$ cat src/hw/rr_pkg.sv
package rr_pkg;

  //////////////////////////////////////////////////////////////////////
  // Channel geometry
  //////////////////////////////////////////////////////////////////////

  // Inbound valid/ready channels between shell and CL
  localparam int NUM_CHAN = 2;

  // Channel tag carried above the payload in each trace word
  localparam int CHAN_W = (NUM_CHAN > 1) ? $clog2(NUM_CHAN) : 1;

  //////////////////////////////////////////////////////////////////////
  // Mode configuration word
  //////////////////////////////////////////////////////////////////////

  // Two bits, record enable and replay enable
  localparam int MODE_W = 2;

  // Record every CL handshake into the trace
  localparam int MODE_REC_BIT = 0;

  // Disconnect the shell and drive the CL from the trace input
  localparam int MODE_RP_BIT = 1;

endpackage

$ cat src/hw/rr_trace_log.sv
`timescale 1ns/1ns

module rr_trace_log import rr_pkg::*; #(
  parameter int DATA_W        = 16,
  parameter int LOG_DEPTH     = 8,
  parameter int TRACE_CREDITS = 4
) (
  input  logic                     clk,
  input  logic                     i_rst,
  input  logic                     i_rec_en,
  input  logic                     i_push,
  input  logic [CHAN_W+DATA_W-1:0] i_word,
  input  logic                     i_trace_credit,
  output logic                     o_full,
  output logic                     o_trace_valid,
  output logic [CHAN_W+DATA_W-1:0] o_trace_word
);

  localparam int WORD_W = CHAN_W + DATA_W;
  localparam int AW     = (LOG_DEPTH > 1) ? $clog2(LOG_DEPTH) : 1;
  localparam int CW     = $clog2(TRACE_CREDITS + 1);

  //////////////////////////////////////////////////////////////////////
  // Trace FIFO
  //////////////////////////////////////////////////////////////////////

  logic [WORD_W-1:0] mem [LOG_DEPTH];
  logic [AW-1:0]     wr_ptr;
  logic [AW-1:0]     rd_ptr;
  logic [AW:0]       count;
  logic              wr_en;
  logic              rd_en;
  // Words the receiver can still take
  logic [CW-1:0]     credits;

  assign o_full = (count == (AW + 1)'(LOG_DEPTH));
  assign wr_en  = i_push && i_rec_en && !o_full;

  // Send needs a stored word and a credit, no skid on the far side
  assign o_trace_valid = (count != '0) && (credits != '0);
  assign rd_en         = o_trace_valid;
  assign o_trace_word  = mem[rd_ptr];

  always_ff @(posedge clk) begin
    if (wr_en) begin
      mem[wr_ptr] <= i_word;
    end
  end

  always_ff @(posedge clk) begin
    if (i_rst) begin
      wr_ptr <= '0;
      rd_ptr <= '0;
      count  <= '0;
    end else begin
      if (wr_en) begin
        wr_ptr <= (wr_ptr == AW'(LOG_DEPTH - 1)) ? '0 : wr_ptr + 1'b1;
      end
      // Drain goes on after record is dropped
      if (rd_en) begin
        rd_ptr <= (rd_ptr == AW'(LOG_DEPTH - 1)) ? '0 : rd_ptr + 1'b1;
      end
      if (wr_en && !rd_en) begin
        count <= count + 1'b1;
      end else if (!wr_en && rd_en) begin
        count <= count - 1'b1;
      end
    end
  end

  //////////////////////////////////////////////////////////////////////
  // Trace output credits
  //////////////////////////////////////////////////////////////////////

  always_ff @(posedge clk) begin
    if (i_rst) begin
      credits <= CW'(TRACE_CREDITS);
    end else if (rd_en && !i_trace_credit) begin
      credits <= credits - 1'b1;
    end else if (!rd_en && i_trace_credit) begin
      credits <= credits + 1'b1;
    end
  end

  // Control must hold off the CL while the log is full
  a_no_push_full: assert property (@(posedge clk) disable iff (i_rst)
    i_push |-> !o_full);

  // Receiver never returns more than it was sent
  a_credit_bound: assert property (@(posedge clk) disable iff (i_rst)
    (credits == CW'(TRACE_CREDITS) && !rd_en) |-> !i_trace_credit);

endmodule

$ cat config.mk
export PLATFORM = sky130hd
export DESIGN_NAME = rr_trace_log
export DESIGN_NICKNAME = d
export VERILOG_FILES = /design/src/hw/rr_pkg.sv /design/src/hw/rr_trace_log.sv
export SDC_FILE = /design/constraint.sdc
export NUM_CORES = 1
export LEC_CHECK = 0
export BUFFER_PORTS_ARGS = -buffer_cell sky130_fd_sc_hd__buf_2
export CAP_MARGIN = 10
export CORE_MARGIN = 4
export CORE_UTILIZATION = 60
export CTS_BUF_LIST = sky130_fd_sc_hd__clkbuf_4 sky130_fd_sc_hd__clkbuf_8
export CTS_CLUSTER_DIAMETER = 150
export DETAILED_ROUTE_END_ITERATION = 6
export GPL_ROUTABILITY_DRIVEN = 0
export HOLD_SLACK_MARGIN = 0.08
export PLACE_DENSITY = 0.87
export SLEW_MARGIN = 20
export SYNTH_ARGS = -nofsm -noshare
export SYNTH_HDL_FRONTEND = slang
export SYNTH_SLANG_ARGS = --single-unit
export TNS_END_PERCENT = 20
$ cat constraint.sdc
create_clock -name clk -period 4.3 [get_ports clk]
set_clock_uncertainty 0.1 [all_clocks]
set_input_delay 0.86 -clock clk [delete_from_list [all_inputs] [get_ports clk]]
set_output_delay 0.86 -clock clk [all_outputs]
set_load 0.005 [all_outputs]
Word-level counts from Yosys, hierarchy flattened --
Memory sizes are Yosys's and may differ from the RTL's. A register that Yosys moved wholly into a read port is not among the register bits. Cells that the tools add are included.
Operators by class: $add $sub $neg 6, multiply operators 0, div/mod/pow operators 0, magnitude comparators 0, eq/ne operators 3, shift-type cells 0, mux-type cells 10, bitwise gates (word level) 0, reduce and logical (&&, ||, !) cells 15
Operator list (count):
- 2-to-1 mux 3 bit | 6
- adder 3 x 1 -> 3 bit (second input constant) | 3
- 2-to-1 mux 4 bit | 2
- logical AND 1 bit | 7
- == test 3 bit (second input constant) | 2
- adder 4 x 1 -> 4 bit (second input constant) | 1
- == test 4 bit (second input constant) | 1
- zero test 1 bit | 4
- nonzero test 2 bit | 2
- nonzero test 4 bit | 1
- subtractor 4 x 1 -> 4 bit (second input constant) | 1
- nonzero test 3 bit | 1
- subtractor 3 x 1 -> 3 bit (second input constant) | 1
- 2-to-1 mux 1 bit | 2
Word-level totals: flip-flop bits (word level) 13, bits in latches 0, RAM bits 136, ROM bits 0, input bits 22, logic and storage cells 39, memories 1
Memory list:
- mem | depth 8, bits a word 17, read ports 1, clocked after memory_dff 1, write ports 1, RTL line rr_trace_log.sv:27 | logic [WORD_W-1:0] mem [LOG_DEPTH];

Depth between registers and ports, before layout --
depth in word-level cells 7, depth in mapped cells 12, mapped depth without buffers 11

Worst setup path before layout --
No wires, ideal clock.
path kind in2reg, from input i_push, to memory mem[0][0] (netlist name) (enable), library setup time 0.435 ns, arrival time 2.891 ns, required time 3.765 ns, setup slack 0.875 ns, cell stages on the path 4, path buffers 1, cell sequence nand2_1 or2_1 buf_2 nor4_1
Between the ends: cells in the longest elaborated chain, start to end 4
RTL lines:
- start: declaration | RTL line rr_trace_log.sv:11 | input logic i_push,
- logical AND 1 bit (2 in a row) | RTL line rr_trace_log.sv:37 | assign wr_en = i_push && i_rec_en && !o_full;
- 2-to-1 mux 1 bit | RTL line rr_trace_log.sv:45 | if (wr_en) begin
- 2-to-1 mux 1 bit (implied by the code) | RTL line rr_trace_log.sv:46 | mem[wr_ptr] <= i_word;
- end: declaration | RTL line rr_trace_log.sv:27
No other way between the ends.

==> flow_summary.ini <==
[status]
status = finished, final reports clean

[sta]
hold_violations = 0
period_needed_ns = 3.53
fin_setup_tns_ns = 0
worst_pin_slew_ns = 0.954
fmax_ghz = 0.283
setup_viol = 0
worst_slack_ns = 0.771
period_share_pct = 82.1
slew_violations = 0
relSlewSlack_pct = 36.3
rsz0062_at_grt = false

[run]
drv_cap = 0

[synth]
yosys_warnings = 0
ys.flop_type = edfxtp_1
yosys.area.top_type = edfxtp_1
synth_top_area_share_pct = 67.5
async_flop_share_pct = 0
syn_area_per_cell_um2 = 20.7
ys_seq_elements = 152
synthCells = 293
yosys.cell_types.count = 34
syn_area_um2 = 6050
synthTopCellsByArea = edfxtp_1 67%, mux4_1 10%, dfxtp_1 5.3%
ys_seq_area_share_pct = 72.8
syn_nets = 325
synthTopCellsByCount = 136 x edfxtp_1, 24 x mux4_1, 20 x nor2_1
synth_most_common_cell = edfxtp_1
synth_edf_count = 136

[pwr]
powerDensity_nw_per_um2 = 517
ir_drop_mv = 0.321
power.leakage_nw = 2.35

[setup_path]
cp_data_arrival_time_ns = 2.57
r2r_cells = 11
r2r-start = count[0]
regToRegSetupSlack_ns = 1.47
path_delay_family = multiplexers
critPathRequiredTime_ns = 3.34
crit_buf_inv = 2
worstSetupEndpointType = output pin
crit_path_cell_trace = buf_4 -> mux4_1 -> mux2_2 -> buf_2
slowest_delay_ns = 0.76
cp.depth = 4
critPathSlowestCell = dfxtp_2
critPathLaunchType = register
cp-endpoint = o_trace_word[16]
crit_path_max_fanout = 21
timing.rr.end = count[3]
worstSetupPathType = register to output pin

[global_route]
grt_pass1_wl_um = 15800
antenna_found_initial = 1
grt_max_degree = 35
grt_util_met1_pct = 24.5
grt_pass1_vias = 2946
grt_util_met2_pct = 30.6
met3_usage_pct = 4.90
busiest_layer = met2
grtUsageTotal_pct = 19.0
grt_overflow = 0

[detailed_routing]
wire_per_inst_um = 20.4
vias = 2832
drt_iter0_drc = 207
firstDrtPassIters = 4
routed_wl_um = 10100
ant_nets = 0
viasPerCell = 5.72
drc_errors = 0

[clocking]
path_clk_slew_ns = 0.08
ctsResizeCount = 0
htreeDepth = 4
cts.sinks = 152
post_cts.repair.setup_buffers = 0
numCtsBuffers = 17
clk_path_buf_depth = 2
cts_hold_buf = 0
cts_tree = done
cts-root-buf = clkbuf_8
clk_latency_ns = 0.42

[floorplanning]
start_util_pct = 61.6
core_um2 = 9820
die_h_um = 108
die_w_um = 108
die_area_um2 = 11800
boundaryPins = 41
fp-row-count = 36

[finish]
diodes = 0
layout.nets = 381
drive_gt1_share_pct = 33.4
areaGrowthSynthToFinish_pct = 12.9
fillCellCount = 613

[worst_hold_path]
holdCritStartpoint = rd_ptr[1]
hp-class = register to register

[placed_design]
place_ws_ns = 1.19
hpwl_um = 6000
placement.io_buffers = 40
## registers in the layout (all words and copies together), names as in the netlist, named ones only
register / flops
wr_ptr: 3
credits: 3
rd_ptr: 3
count: 4
mem: 136
## worst min path at each step
| stage | end | slack (ns) | depth (start not counted) |
|---|---|---|---|
| floorplan | register | 0.36 | 2 |
| global placement | rd_ptr[1] | 0.38 | 2 |
| detailed placement | register | 0.40 | 2 |
| CTS | register | 0.42 | 2 |
| global route | register | 0.46 | 2 |
| finish | register | 0.42 | 2 |
## tightest hold or removal path, stage by stage, from the launching register on
cell and delay, ns:
dfxtp_1 0.32, nand2b_1 0.07, a21oi_1 0.07
## layout by cell type, fill, tap and decap left out, types with 3 or more instances in the layout
cell,netlist,layout
a21oi_1,4,4
buf_2,2,40
buf_4,0,10
clkbuf_8,0,17
clkinv_4,0,4
dfxtp_1,16,15
edfxtp_1,136,136
ha_1,8,8
inv_1,7,7
inv_6,0,3
mux2_2,18,18
mux2i_1,6,6
mux4_1,24,24
mux4_2,10,10
nand2b_1,3,3
nor2_1,20,20
nor3_2,1,5
xor2_1,3,3
## area by class of cell
type	instances	area [µm²]	share of cell area, %
clock buffer	18	241	3.53
clock inverter	14	150	2.20
inverter	8	30.0	0.439
multi-input combinational	120	1560	22.9
sequential	152	4410	64.5
tap	133	166	2.44
timing repair buffer	50	275	4.03
## cell families (layout without fill, tap and decap cells)
| group | Yosys count | in the layout | share of synthesized area (%) |
|---|---|---|---|
| AO/OA/AOI/OAI | 8 | 8 | 0.786 |
| XOR/XNOR | 4 | 4 | 0.579 |
| adder cells (fa/ha/maj) | 10 | 10 | 2.32 |
| buffers and inverters | 21 | 90 | 1.84 |
| flip-flops | 152 | 152 | 72.8 |
| multiplexers | 58 | 58 | 18.5 |
| AND/OR/NAND/NOR | 40 | 40 | 3.25 |
## power breakdown
part	total, W	internal (W)	switching [W]
Clock	0.00104	0.000526	0.000509
Sequential	0.00176	0.00167	0.0000855
Combinational	0.000739	0.000415	0.000324
Total	0.00353	0.00261	0.000918
## stage by stage
step / cells / cell area [µm²] / total power [W] / util [%] / hold slack (ns)
2_1_floorplan: 293 / 6050 / 0.00234 / - / 0.356
3_3_place_gp: 463 / 6440 / 0.00250 / 65.6 / 0.379
3_5_place_dp: 463 / 6440 / 0.00253 / 65.6 / 0.403
4_1_cts: 495 / 6830 / 0.00357 / 69.6 / 0.417
5_1_grt: 495 / 6830 / 0.00371 / 69.6 / 0.464
6_report: 495 / 6830 / 0.00353 / 69.6 / 0.417
## metal layers
metal / wire (µm) / part of all wire (%)
met3: 696 / 6.9
met5: 7 / 0.069
met2: 5360 / 53
met1: 3930 / 39
met4: 95 / 0.94
Power figures use the tool's default switching activity.
