## config.mk

```make
export PLATFORM = sky130hd
export DESIGN_NAME = rr_replay_decoder
export DESIGN_NICKNAME = d
export VERILOG_FILES = /design/src/hw/rr_pkg.sv /design/src/hw/rr_replay_decoder.sv
export SDC_FILE = /design/constraint.sdc
export NUM_CORES = 1
export LEC_CHECK = 0
export ABC_AREA = 1
export BUFFER_PORTS_ARGS = -buffer_cell sky130_fd_sc_hd__buf_2
export CAP_MARGIN = 40
export CORE_MARGIN = 2
export CORE_UTILIZATION = 56
export CTS_CLUSTER_DIAMETER = 100
export DETAILED_ROUTE_END_ITERATION = 10
export PLACE_DENSITY = 0.76
export SLEW_MARGIN = 20
export SYNTH_ARGS = -nofsm -noshare
export SYNTH_HDL_FRONTEND = slang
export SYNTH_SLANG_ARGS = --single-unit
```

## constraint.sdc

```tcl
create_clock -name clk -period 2.05 [get_ports clk]
set_input_delay 0.41 -clock clk [delete_from_list [all_inputs] [get_ports clk]]
set_output_delay 0.41 -clock clk [all_outputs]
set_load 0.03 [all_outputs]
```

## src/hw/rr_pkg.sv

```systemverilog
package rr_pkg;

  //////////////////////////////////////////////////////////////////////
  // Channel geometry
  //////////////////////////////////////////////////////////////////////

  // Inbound valid/ready channels between shell and CL
  localparam int NUM_CHAN = 2;

  // Channel tag carried above the payload in each trace word
  localparam int CHAN_W = (NUM_CHAN > 1) ? $clog2(NUM_CHAN) : 1;

  //////////////////////////////////////////////////////////////////////
  // Mode configuration word
  //////////////////////////////////////////////////////////////////////

  // Two bits, record enable and replay enable
  localparam int MODE_W = 2;

  // Record every CL handshake into the trace
  localparam int MODE_REC_BIT = 0;

  // Disconnect the shell and drive the CL from the trace input
  localparam int MODE_RP_BIT = 1;

endpackage

```

## src/hw/rr_replay_decoder.sv

```systemverilog
`timescale 1ns/1ns

module rr_replay_decoder import rr_pkg::*; #(
  parameter int DATA_W   = 16,
  parameter int RP_DEPTH = 4
) (
  input  logic                     clk,
  input  logic                     i_rst,
  input  logic                     i_replay_en,
  input  logic                     i_rp_valid,
  input  logic [CHAN_W+DATA_W-1:0] i_rp_word,
  input  logic                     i_pop,
  output logic                     o_valid,
  output logic [CHAN_W-1:0]        o_chan,
  output logic [DATA_W-1:0]        o_data,
  output logic                     o_rp_credit
);

  localparam int WORD_W = CHAN_W + DATA_W;
  localparam int AW     = (RP_DEPTH > 1) ? $clog2(RP_DEPTH) : 1;

  //////////////////////////////////////////////////////////////////////
  // Replay buffer
  //////////////////////////////////////////////////////////////////////

  // One slot per sender credit
  logic [WORD_W-1:0] mem [RP_DEPTH];
  logic [AW-1:0]     wr_ptr;
  logic [AW-1:0]     rd_ptr;
  logic [AW:0]       count;
  logic              full;
  logic              wr_en;
  logic              rd_en;
  logic [WORD_W-1:0] head;

  assign full  = (count == (AW + 1)'(RP_DEPTH));
  assign wr_en = i_rp_valid && !full;
  assign rd_en = i_pop && o_valid;

  always_ff @(posedge clk) begin
    if (wr_en) begin
      mem[wr_ptr] <= i_rp_word;
    end
  end

  always_ff @(posedge clk) begin
    if (i_rst) begin
      wr_ptr <= '0;
      rd_ptr <= '0;
      count  <= '0;
    end else begin
      if (wr_en) begin
        wr_ptr <= (wr_ptr == AW'(RP_DEPTH - 1)) ? '0 : wr_ptr + 1'b1;
      end
      if (rd_en) begin
        rd_ptr <= (rd_ptr == AW'(RP_DEPTH - 1)) ? '0 : rd_ptr + 1'b1;
      end
      if (wr_en && !rd_en) begin
        count <= count + 1'b1;
      end else if (!wr_en && rd_en) begin
        count <= count - 1'b1;
      end
    end
  end

  //////////////////////////////////////////////////////////////////////
  // Head decode and credit return
  //////////////////////////////////////////////////////////////////////

  // Words may be preloaded, but only offered once replay is on
  assign head    = mem[rd_ptr];
  assign o_valid = i_replay_en && (count != '0);
  assign o_chan  = head[WORD_W-1:DATA_W];
  assign o_data  = head[DATA_W-1:0];

  // Credit leaves the cycle after the CL takes the word
  always_ff @(posedge clk) begin
    if (i_rst) begin
      o_rp_credit <= 1'b0;
    end else begin
      o_rp_credit <= rd_en;
    end
  end

  // Sender stays within RP_DEPTH credits
  a_no_overrun: assert property (@(posedge clk) disable iff (i_rst)
    i_rp_valid |-> !full);

endmodule

```

Word-level counts from Yosys, hierarchy flattened
Memories as Yosys holds them, arrays and structs flattened. A register that Yosys moved wholly into a read port is not among the register bits.
Cells that the tools add are included.
{"block": "word_totals", "wordCells": 30, "ramBits": 68, "latch_bits": 0, "inputBits": 22, "n_memories": 1, "romBits": 0, "register_bits": 8, "output_inout_bits": 19}
{"name": "mem", "words": 4, "width": 17, "rd": 1, "rd_ports_with_merged_regs": 1, "write_ports": 1, "line": "rr_replay_decoder.sv:27", "text": "logic [WORD_W-1:0] mem [RP_DEPTH];"}
{"block": "op_classes", "bitwise_logic": 0, "div": 0, "shifts": 0, "n_eq_ne": 3, "mul": 0, "n_addsub": 4, "n_reduce_logical": 10, "n_mux": 8, "magnitude_cmp": 0}
{"operator": "two-way mux 2 bit", "count": 4}
{"operator": "two-way mux 3 bit", "count": 2}
{"operator": "logical AND 1 bit", "count": 5}
{"operator": "adder 2 x 1 -> 2 bit (second input constant)", "count": 2}
{"operator": "== test 2 bit (second input constant)", "count": 2}
{"operator": "adder 3 x 1 -> 3 bit (second input constant)", "count": 1}
{"operator": "== test 3 bit (second input constant)", "count": 1}
{"operator": "logical NOT 1 bit", "count": 3}
{"operator": "nonzero test 3 bit", "count": 1}
{"operator": "subtractor 3 x 1 -> 3 bit (second input constant)", "count": 1}
{"operator": "two-way mux 1 bit", "count": 2}
{"operator": "nonzero test 2 bit", "count": 1}

Depth between registers and ports, before layout
Gate-level depths: netlist (run 1).
{"block": "depth", "word_depth": 7, "depth_mapped": 13, "mapped_depth_nobuf": 13}

Worst setup path after synthesis (run 1)
OpenSTA, ideal clock, no wires.
{"block": "synth_timing", "kind": "reg2reg", "from": "reg wr_ptr[0]", "to": "mem mem[3][0] (netlist name) (enable)", "synth_period_minus_slack_ns": 1.718, "required_ns": 1.659, "path_stages_with_launch": 4, "setup_ns": 0.391, "t_arrival_ns": 1.328, "setup_slack_ns": 0.332, "path_cell_list": "dfxtp_1 ha_1 inv_1 nor2_1"}
{"item": "from (decl)", "line": "rr_replay_decoder.sv:28", "text": "logic [AW-1:0] wr_ptr;"}
{"item": "from (signal assigned)", "line": "rr_replay_decoder.sv:53", "text": "wr_ptr <= (wr_ptr == AW'(RP_DEPTH - 1)) ? '0 : wr_ptr + 1'b1;"}
{"item": "to (decl)", "line": "rr_replay_decoder.sv:27"}
No word-level cell before the write port.

==> flow_metrics.env, run 1 <==
export IMPL_firstDrtPassIters=4
export IMPL_crit_arrival_ns=1.53
export IMPL_worst_slew_pin_slew_ns=0.3496
export IMPL_dieArea_um2=6153
export IMPL_antenna_found_initial=0
export IMPL_path_class="flip-flop to output pin"
export IMPL_numPortBuffers=40
export IMPL_routed_via_density=5.203
export IMPL_clkTransAtPathRegs_ns=0.08
export IMPL_worstSetupStartpointType="flip-flop"
export IMPL_min_period_ns=1.939
export IMPL_cts_root_buf="clkbuf_8"
export IMPL_synthCells=234
export IMPL_yosys_area_top_type="edfxtp_1"
export IMPL_cts_buffer_depth=2
export IMPL_ys_warn_count=0
export IMPL_outcome="complete, no violations"
export IMPL_fin_cells=364
export IMPL_reg2reg_to="count[1]"
export IMPL_async_flop_share_pct=0
export IMPL_cts_sinks=78
export IMPL_skew_ns=0.007820
export IMPL_powerDensity_nw_per_um2=1263
export IMPL_setup_violations=0
export IMPL_remaining_drc_errors=0
export IMPL_fin_tns_setup_ns=0
export IMPL_diodes=0
export IMPL_dr_total_vias=1894
export IMPL_ff2ff_setup_slack_ns=0.19
export IMPL_initial_core_util_pct=57.05
export IMPL_synthToLayoutAreaGrowth_pct=16.90
export IMPL_drive_gt1_share_pct=29.79
export IMPL_gp_congestion=0.7857
export IMPL_p_leak_nw=1.392
export IMPL_hold_viol=0
export IMPL_cts_buffers=9
export IMPL_h_tree_depth=3
export IMPL_synth_area_top_cells="edfxtp_1 66%, nor2_1 6.5%, dfxtp_1 6.5%"
export IMPL_grt_max_degree=35
export IMPL_dp_cells=348
export IMPL_r2r_start="count[1]"
export IMPL_ioPinCount=41
export IMPL_endpoint_kind="output pin"
export IMPL_fp_dieW_um=78.44
export IMPL_synth_most_common_cell="edfxtp_1"
export IMPL_syn_nets=263
export IMPL_postCtsSetupBuffers=0
export IMPL_holdBufCountCts=0
export IMPL_yosysSeqAreaShare_pct=72.26
export IMPL_ant_nets=0
export IMPL_r2r_cells=9
export IMPL_grt_usage_pct=18.66
export IMPL_total_power_mw=4.581
export IMPL_max_freq_mhz=515.6
export IMPL_synth_seq_cells=78
export IMPL_synth_edf_count=68
export IMPL_wl_mm=5.348
export IMPL_slew_viol_final=0
export IMPL_wire_per_inst_um=14.69
export IMPL_synth_top_area_share_pct=65.81
export IMPL_netlist_area_um2=3103
export IMPL_cp_endpoint="o_data[7]"
export IMPL_vdd_drop_max_v=0.0007357
export IMPL_path_max_fanout=14
export IMPL_synth_cell_type_count=22
export IMPL_final_core_util_pct=66.69
export IMPL_clk_latency_ns=0.34
export IMPL_die_h_um=78.44
export IMPL_synth_flop_cell="edfxtp_1"
export IMPL_min_period_over_period_pct=94.60
export IMPL_rsz0062_at_grt="no"
export IMPL_synth_common_cells="68 x edfxtp_1, 54 x nor2_1, 17 x o22ai_1, 15 x o21ai_0, 14 x inv_1"
export IMPL_rows=27
export IMPL_hp_class="input pin to flip-flop"
export IMPL_postSynthAreaPerCell_um2=13.26
export IMPL_coreArea_um2=5439
export IMPL_grt_pass1_vias=1858
export IMPL_grt_pass1_wl_mm=8.597
export IMPL_grt_overflow=0
export IMPL_required_ns=1.64
export IMPL_final_nets=316
export IMPL_maxSlewHeadroom_pct=76.67
export IMPL_max_cap_violations=0
export IMPL_cts_tree="built"
export IMPL_place_hpwl_mm=3.423
export IMPL_drtIter0Drc=158
[sequential cells by signal (all words and copies together), names as in the netlist, named ones only]
| register | count |
|---|---|
| mem | 68 |
| count | 3 |
| rd_ptr | 2 |
| wr_ptr | 2 |
| o_rp_credit | 1 |
[through the flow]
stage                     setup slack [ns]  hold slack [ns]  area [um^2]
final                               0.1106           0.2557         3627
after global routing              0.001344           0.2593         3627
after CTS                          0.07019           0.2496         3626
after detailed placement            0.2020           0.5323         3411
after global placement              0.2636           0.5200         3411
after floorplan                     0.3316           0.4824         3103
[cell usage in the layout, fill, tap and decap left out, types with 2 or more instances in the layout]
cell       instances
buf_2             40
buf_4             10
bufinv_16          2
clkbuf_8           9
clkinv_2           3
dfxtp_1            8
dfxtp_2            2
edfxtp_1          68
ha_1               6
inv_1             14
inv_6              2
nand2_1           10
nor2_1            50
nor2_2             5
o21ai_0           15
o21ai_1           12
o21ai_2           10
o22ai_1           17
[how the worst min path moves through the flow]
stage,slack [ns],start,cells past startpoint,endpoint
detailed placement,0.53,rd_ptr[1],4,rd_ptr[1]
floorplan,0.48,i_rst,1,count[0]
CTS,0.25,i_rst,2,o_rp_credit
global placement,0.52,count[1],2,count[1]
finish,0.26,i_rst,2,o_rp_credit
global route,0.26,i_rst,2,o_rp_credit
[routing by layer]
| metal | GRT usage, % | vias up | part of all wire [%] | routed length, um |
|---|---|---|---|---|
| met4 | 7.368 | 0 | 1.4 | 75 |
| li1 | - | 938 | - | - |
| met1 | 23.65 | 909 | 44 | 2364 |
| met3 | 5.287 | 9 | 3.7 | 200 |
| met5 | 0 | - | 0 | 0 |
| met2 | 30.60 | 38 | 51 | 2707 |
[worst max-delay path, stage by stage (launching register included)]
cell and delay, ns:
dfxtp_2 0.46, buf_4 0.24, o21ai_0 0.12, o22ai_1 0.16, buf_2 0.22
[report_power, final]
| group | internal, mW | total, mW | switching (mW) |
|---|---|---|---|
| sequential | 1.96 | 2.06 | 0.104 |
| clock | 0.684 | 1.22 | 0.535 |
| combinational | 0.403 | 1.30 | 0.897 |
[cell type report]
cell class	instances	area [um^2]
flip-flops and latches	78	2245
clock inverters	6	83.83
clock buffers	10	127.6
multi-input cells	131	718.2
fillers	405	1812
repair buffers	51	295.3
well taps	72	90.09
inverters	16	67.56
[what timing repair did]
| item | 4_1_cts | 5_1_grt |
|---|---|---|
| setup endpoints to repair | 9 | 6 |
| gates resized for setup | 2 | 1 |
| pin swaps | 0 | 0 |
[logic make-up (layout without fill, tap and decap cells)]
logic type / count (synthesis) / in the layout / share of synthesized area, %
flops: 78 / 78 / 72.26
simple gates: 68 / 68 / 8.629
compound gates: 55 / 55 / 10.85
buf+inv: 25 / 83 / 4.919
fa+ha+maj: 7 / 7 / 3.064
xor+xnor: 1 / 1 / 0.2823
Note: power is estimated with default switching activity, not from simulation.
==> run 2, diff against run 1 <==
--- a/config.mk
+++ b/config.mk
@@ -5,7 +5,7 @@
 export SDC_FILE = /design/constraint.sdc
 export NUM_CORES = 1
 export LEC_CHECK = 0
-export ABC_AREA = 1
+export ABC_AREA = 0
 export BUFFER_PORTS_ARGS = -buffer_cell sky130_fd_sc_hd__buf_2
 export CAP_MARGIN = 40
 export CORE_MARGIN = 2
@@ -17,3 +17,4 @@
 export SYNTH_ARGS = -nofsm -noshare
 export SYNTH_HDL_FRONTEND = slang
 export SYNTH_SLANG_ARGS = --single-unit
+export TNS_END_PERCENT = 20
==> flow_metrics.env, run 2 <==
export IMPL_cp_slowest_cell="dfxtp_4"
export IMPL_ant_nets=0
export IMPL_ioPinCount=41
export IMPL_path_max_fanout=5
export IMPL_routed_via_density=5.472
export IMPL_registers_top_by_ff_count="mem"
export IMPL_total_power_mw=4.338
export IMPL_switching_power_mw=1.260
export IMPL_synth_cell_type_count=25
export IMPL_yosys_area_top_type="edfxtp_1"
export IMPL_rsz0062_at_grt="yes"
export IMPL_skew_ns=0.009222
export IMPL_layout_commonest_cell="edfxtp_1"
export IMPL_p_leak_nw=1.271
export IMPL_vdd_drop_max_v=0.0007172
export IMPL_largest_reg_flops=68
export IMPL_cts_buffers=9
export IMPL_failed_checks="negative setup slack"
export IMPL_die_h_um=77.28
export IMPL_crit_arrival_ns=2.33
export IMPL_yosysSeqAreaShare_pct=74.57
export IMPL_max_cap_violations=0
export IMPL_drtIter0Drc=106
export IMPL_slowest_delay_ns=0.37
export IMPL_final_core_util_pct=69.99
export IMPL_timing_hold_ws_ns=0.2850
export IMPL_path_class="flip-flop to flip-flop"
export IMPL_netlist_area_um2=3007
export IMPL_cp_top_family="adder cells"
export IMPL_comb_power_share_pct=26.2
export IMPL_worstSetupStartpointType="flip-flop"
export IMPL_dr_total_vias=1450
export IMPL_grt_pass1_wl_mm=7.714
export IMPL_wl_mm=4.890
export IMPL_powerDensity_nw_per_um2=1206
export IMPL_min_period_ns=2.064
export IMPL_grt_usage_pct=17.78
export IMPL_diodes=0
export IMPL_grt_pass1_vias=1567
export IMPL_syn_nets=167
export IMPL_synth_seq_cells=78
export IMPL_p_int_mw=3.078
export IMPL_dieArea_um2=5971
export IMPL_place_hpwl_mm=3.083
export IMPL_clkPwrFrac_pct=25.5
export IMPL_holdBufCountCts=0
export IMPL_async_flop_share_pct=0
export IMPL_dpl_cell_area_um2=3292
export IMPL_drive_gt1_share_pct=45.13
export IMPL_antenna_found_initial=0
export IMPL_cts_tree="built"
export IMPL_ys_warn_count=0
export IMPL_outcome="complete, but fails checks"
export IMPL_worstPathCellList="o311ai_4, ha_2, inv_1, fa_1, xor2_1, or3_1, a21oi_2"
export IMPL_cp_num_buf_inv=1
export IMPL_synth_area_top_cells="edfxtp_1 68%, mux4_2 9.0%, dfxtp_1 6.7%"
export IMPL_setup_violations=1
export IMPL_seq_power_share_pct=48.4
export IMPL_cts_sinks=78
export IMPL_hp_class="input pin to flip-flop"
export IMPL_min_period_over_period_pct=100.7
export IMPL_final_nets=219
export IMPL_fin_area_um2=3597
export IMPL_fin_ws_ns=-0.01445
export IMPL_clkTransAtPathRegs_ns=0.08
export IMPL_clk_latency_ns=0.34
export IMPL_synth_common_cells="68 x edfxtp_1, 12 x mux4_2, 10 x dfxtp_1, 6 x ha_1, 6 x nor2_1"
export IMPL_cts_root_buf="clkbuf_8"
export IMPL_fp_dieW_um=77.28
export IMPL_postSynthAreaPerCell_um2=21.79
export IMPL_synth_edf_count=68
export IMPL_slew_viol_final=0
export IMPL_numPortBuffers=40
export IMPL_multi_input_area_um2=706.9
export IMPL_rows=26
export IMPL_h_tree_depth=3
export IMPL_synthCells=138
export IMPL_synth_flop_cell="edfxtp_1"
export IMPL_firstDrtPassIters=4
export IMPL_endpoint_kind="flip-flop"
export IMPL_mostFrequentLayoutCells="68 x edfxtp_1, 28 x buf_2, 14 x mux4_2"
export IMPL_coreArea_um2=5140
export IMPL_synth_most_common_cell="edfxtp_1"
export IMPL_worst_slew_pin_slew_ns=0.4565
export IMPL_regArea_um2=2257
export IMPL_max_freq_mhz=484.4
export IMPL_maxSlewHeadroom_pct=69.57
export IMPL_reg_top3="mem (68), count (3)"
export IMPL_initial_core_util_pct=58.50
export IMPL_ff2ff_setup_slack_ns=-0.01
export IMPL_cts_buffer_depth=2
export IMPL_wire_per_inst_um=18.45
export IMPL_hold_viol=0
export IMPL_grt_max_degree=18
export IMPL_synth_top_area_share_pct=67.92
export IMPL_remaining_drc_errors=0
export IMPL_num_fill_cells=364
export IMPL_switching_share_pct=29.04
export IMPL_required_ns=2.31
export IMPL_gp_congestion=0.7260
export IMPL_synthToLayoutAreaGrowth_pct=19.64
export IMPL_grt_overflow=0
[run 2: changes by cell type after synthesis, sizes merged, moves of 10 or more]
cell,change
o21ai,-36
mux4,+17
o22ai,-17
nor2,-49
nand2,-10
inv,-13
[run 2: final timing paths]
check	to	cells after the start	startpoint
max	count[2]	7	count[2]
min	mem[0][0]	1	i_rp_word[0]
max reg2reg	count[2]	7	count[2]
min reg2reg	flip-flop	2	rd_ptr[0]
[run 2: power by group through the flow]
stage          registers, mW  logic (mW)  clock network (mW)
3_5_place_dp            2.10        1.01                   0
2_1_floorplan           2.07       0.752                   0
3_3_place_gp            2.08       0.965                   0
4_1_cts                 2.09        1.12                1.12
6_report                2.10        1.13                1.10
5_1_grt                 2.12        1.22                1.18
[run 2: worst register-to-register path: cells and delay by family, from the launching register on]
kind / cells / cell delay, ns
AND/OR/NAND/NOR: 1 / 0.35
buffers and inverters: 1 / 0.05
adder cells (fa/ha/maj): 2 / 0.61
XOR/XNOR: 1 / 0.16
flip-flops: 1 / 0.37
AO/OA/AOI/OAI: 2 / 0.46
[run 2: metal layers]
layer  wire, um  track usage [%]  share of wire [%]  up-vias
li1           -                -                  -      660
met1       1991            20.86                 41      748
met2       2645            31.22                 54       36
met3        187            5.059                3.8        6
met4         66            6.429                1.3        0
met5          0                0                  0        -
[run 2: final cells by class]
cell class	count	share of cell area [%]
timing repair buffer	46	9.496
inverter	3	0.3130
multi-input combinational	52	19.65
clock inverter	4	1.322
sequential	78	62.75
clock buffer	12	4.035
tap	70	2.435
[run 2: cells by family (layout without fill, tap and decap cells)]
group / after synthesis / after routing / share of synthesized area [%]
AND/OR/NAND/NOR: 16 / 16 / 2.871
flip-flops: 78 / 78 / 74.57
adder cells (fa/ha/maj): 7 / 7 / 3.163
multiplexers: 21 / 21 / 14.86
AO/OA/AOI/OAI: 6 / 6 / 2.081
XOR/XNOR: 2 / 2 / 0.5827
buffers and inverters: 8 / 65 / 1.873
[run 2: per-stage QoR]
step                cells  worst slack [ns]   TNS [ns]
detailed placement    247          -0.06093   -0.06093
global route          265          -0.05410    -0.1954
global placement      247            0.1150          0
finish                265          -0.01445   -0.01445
CTS                   264         -0.008477  -0.008826
floorplan             138          0.003684          0
[run 2: what timing repair did]
action,in CTS,in global routing
cloned,1,0
buffers inserted,0,1
endpoints found under the setup margin,6,6
pin swaps,0,2
resized for setup,26,9
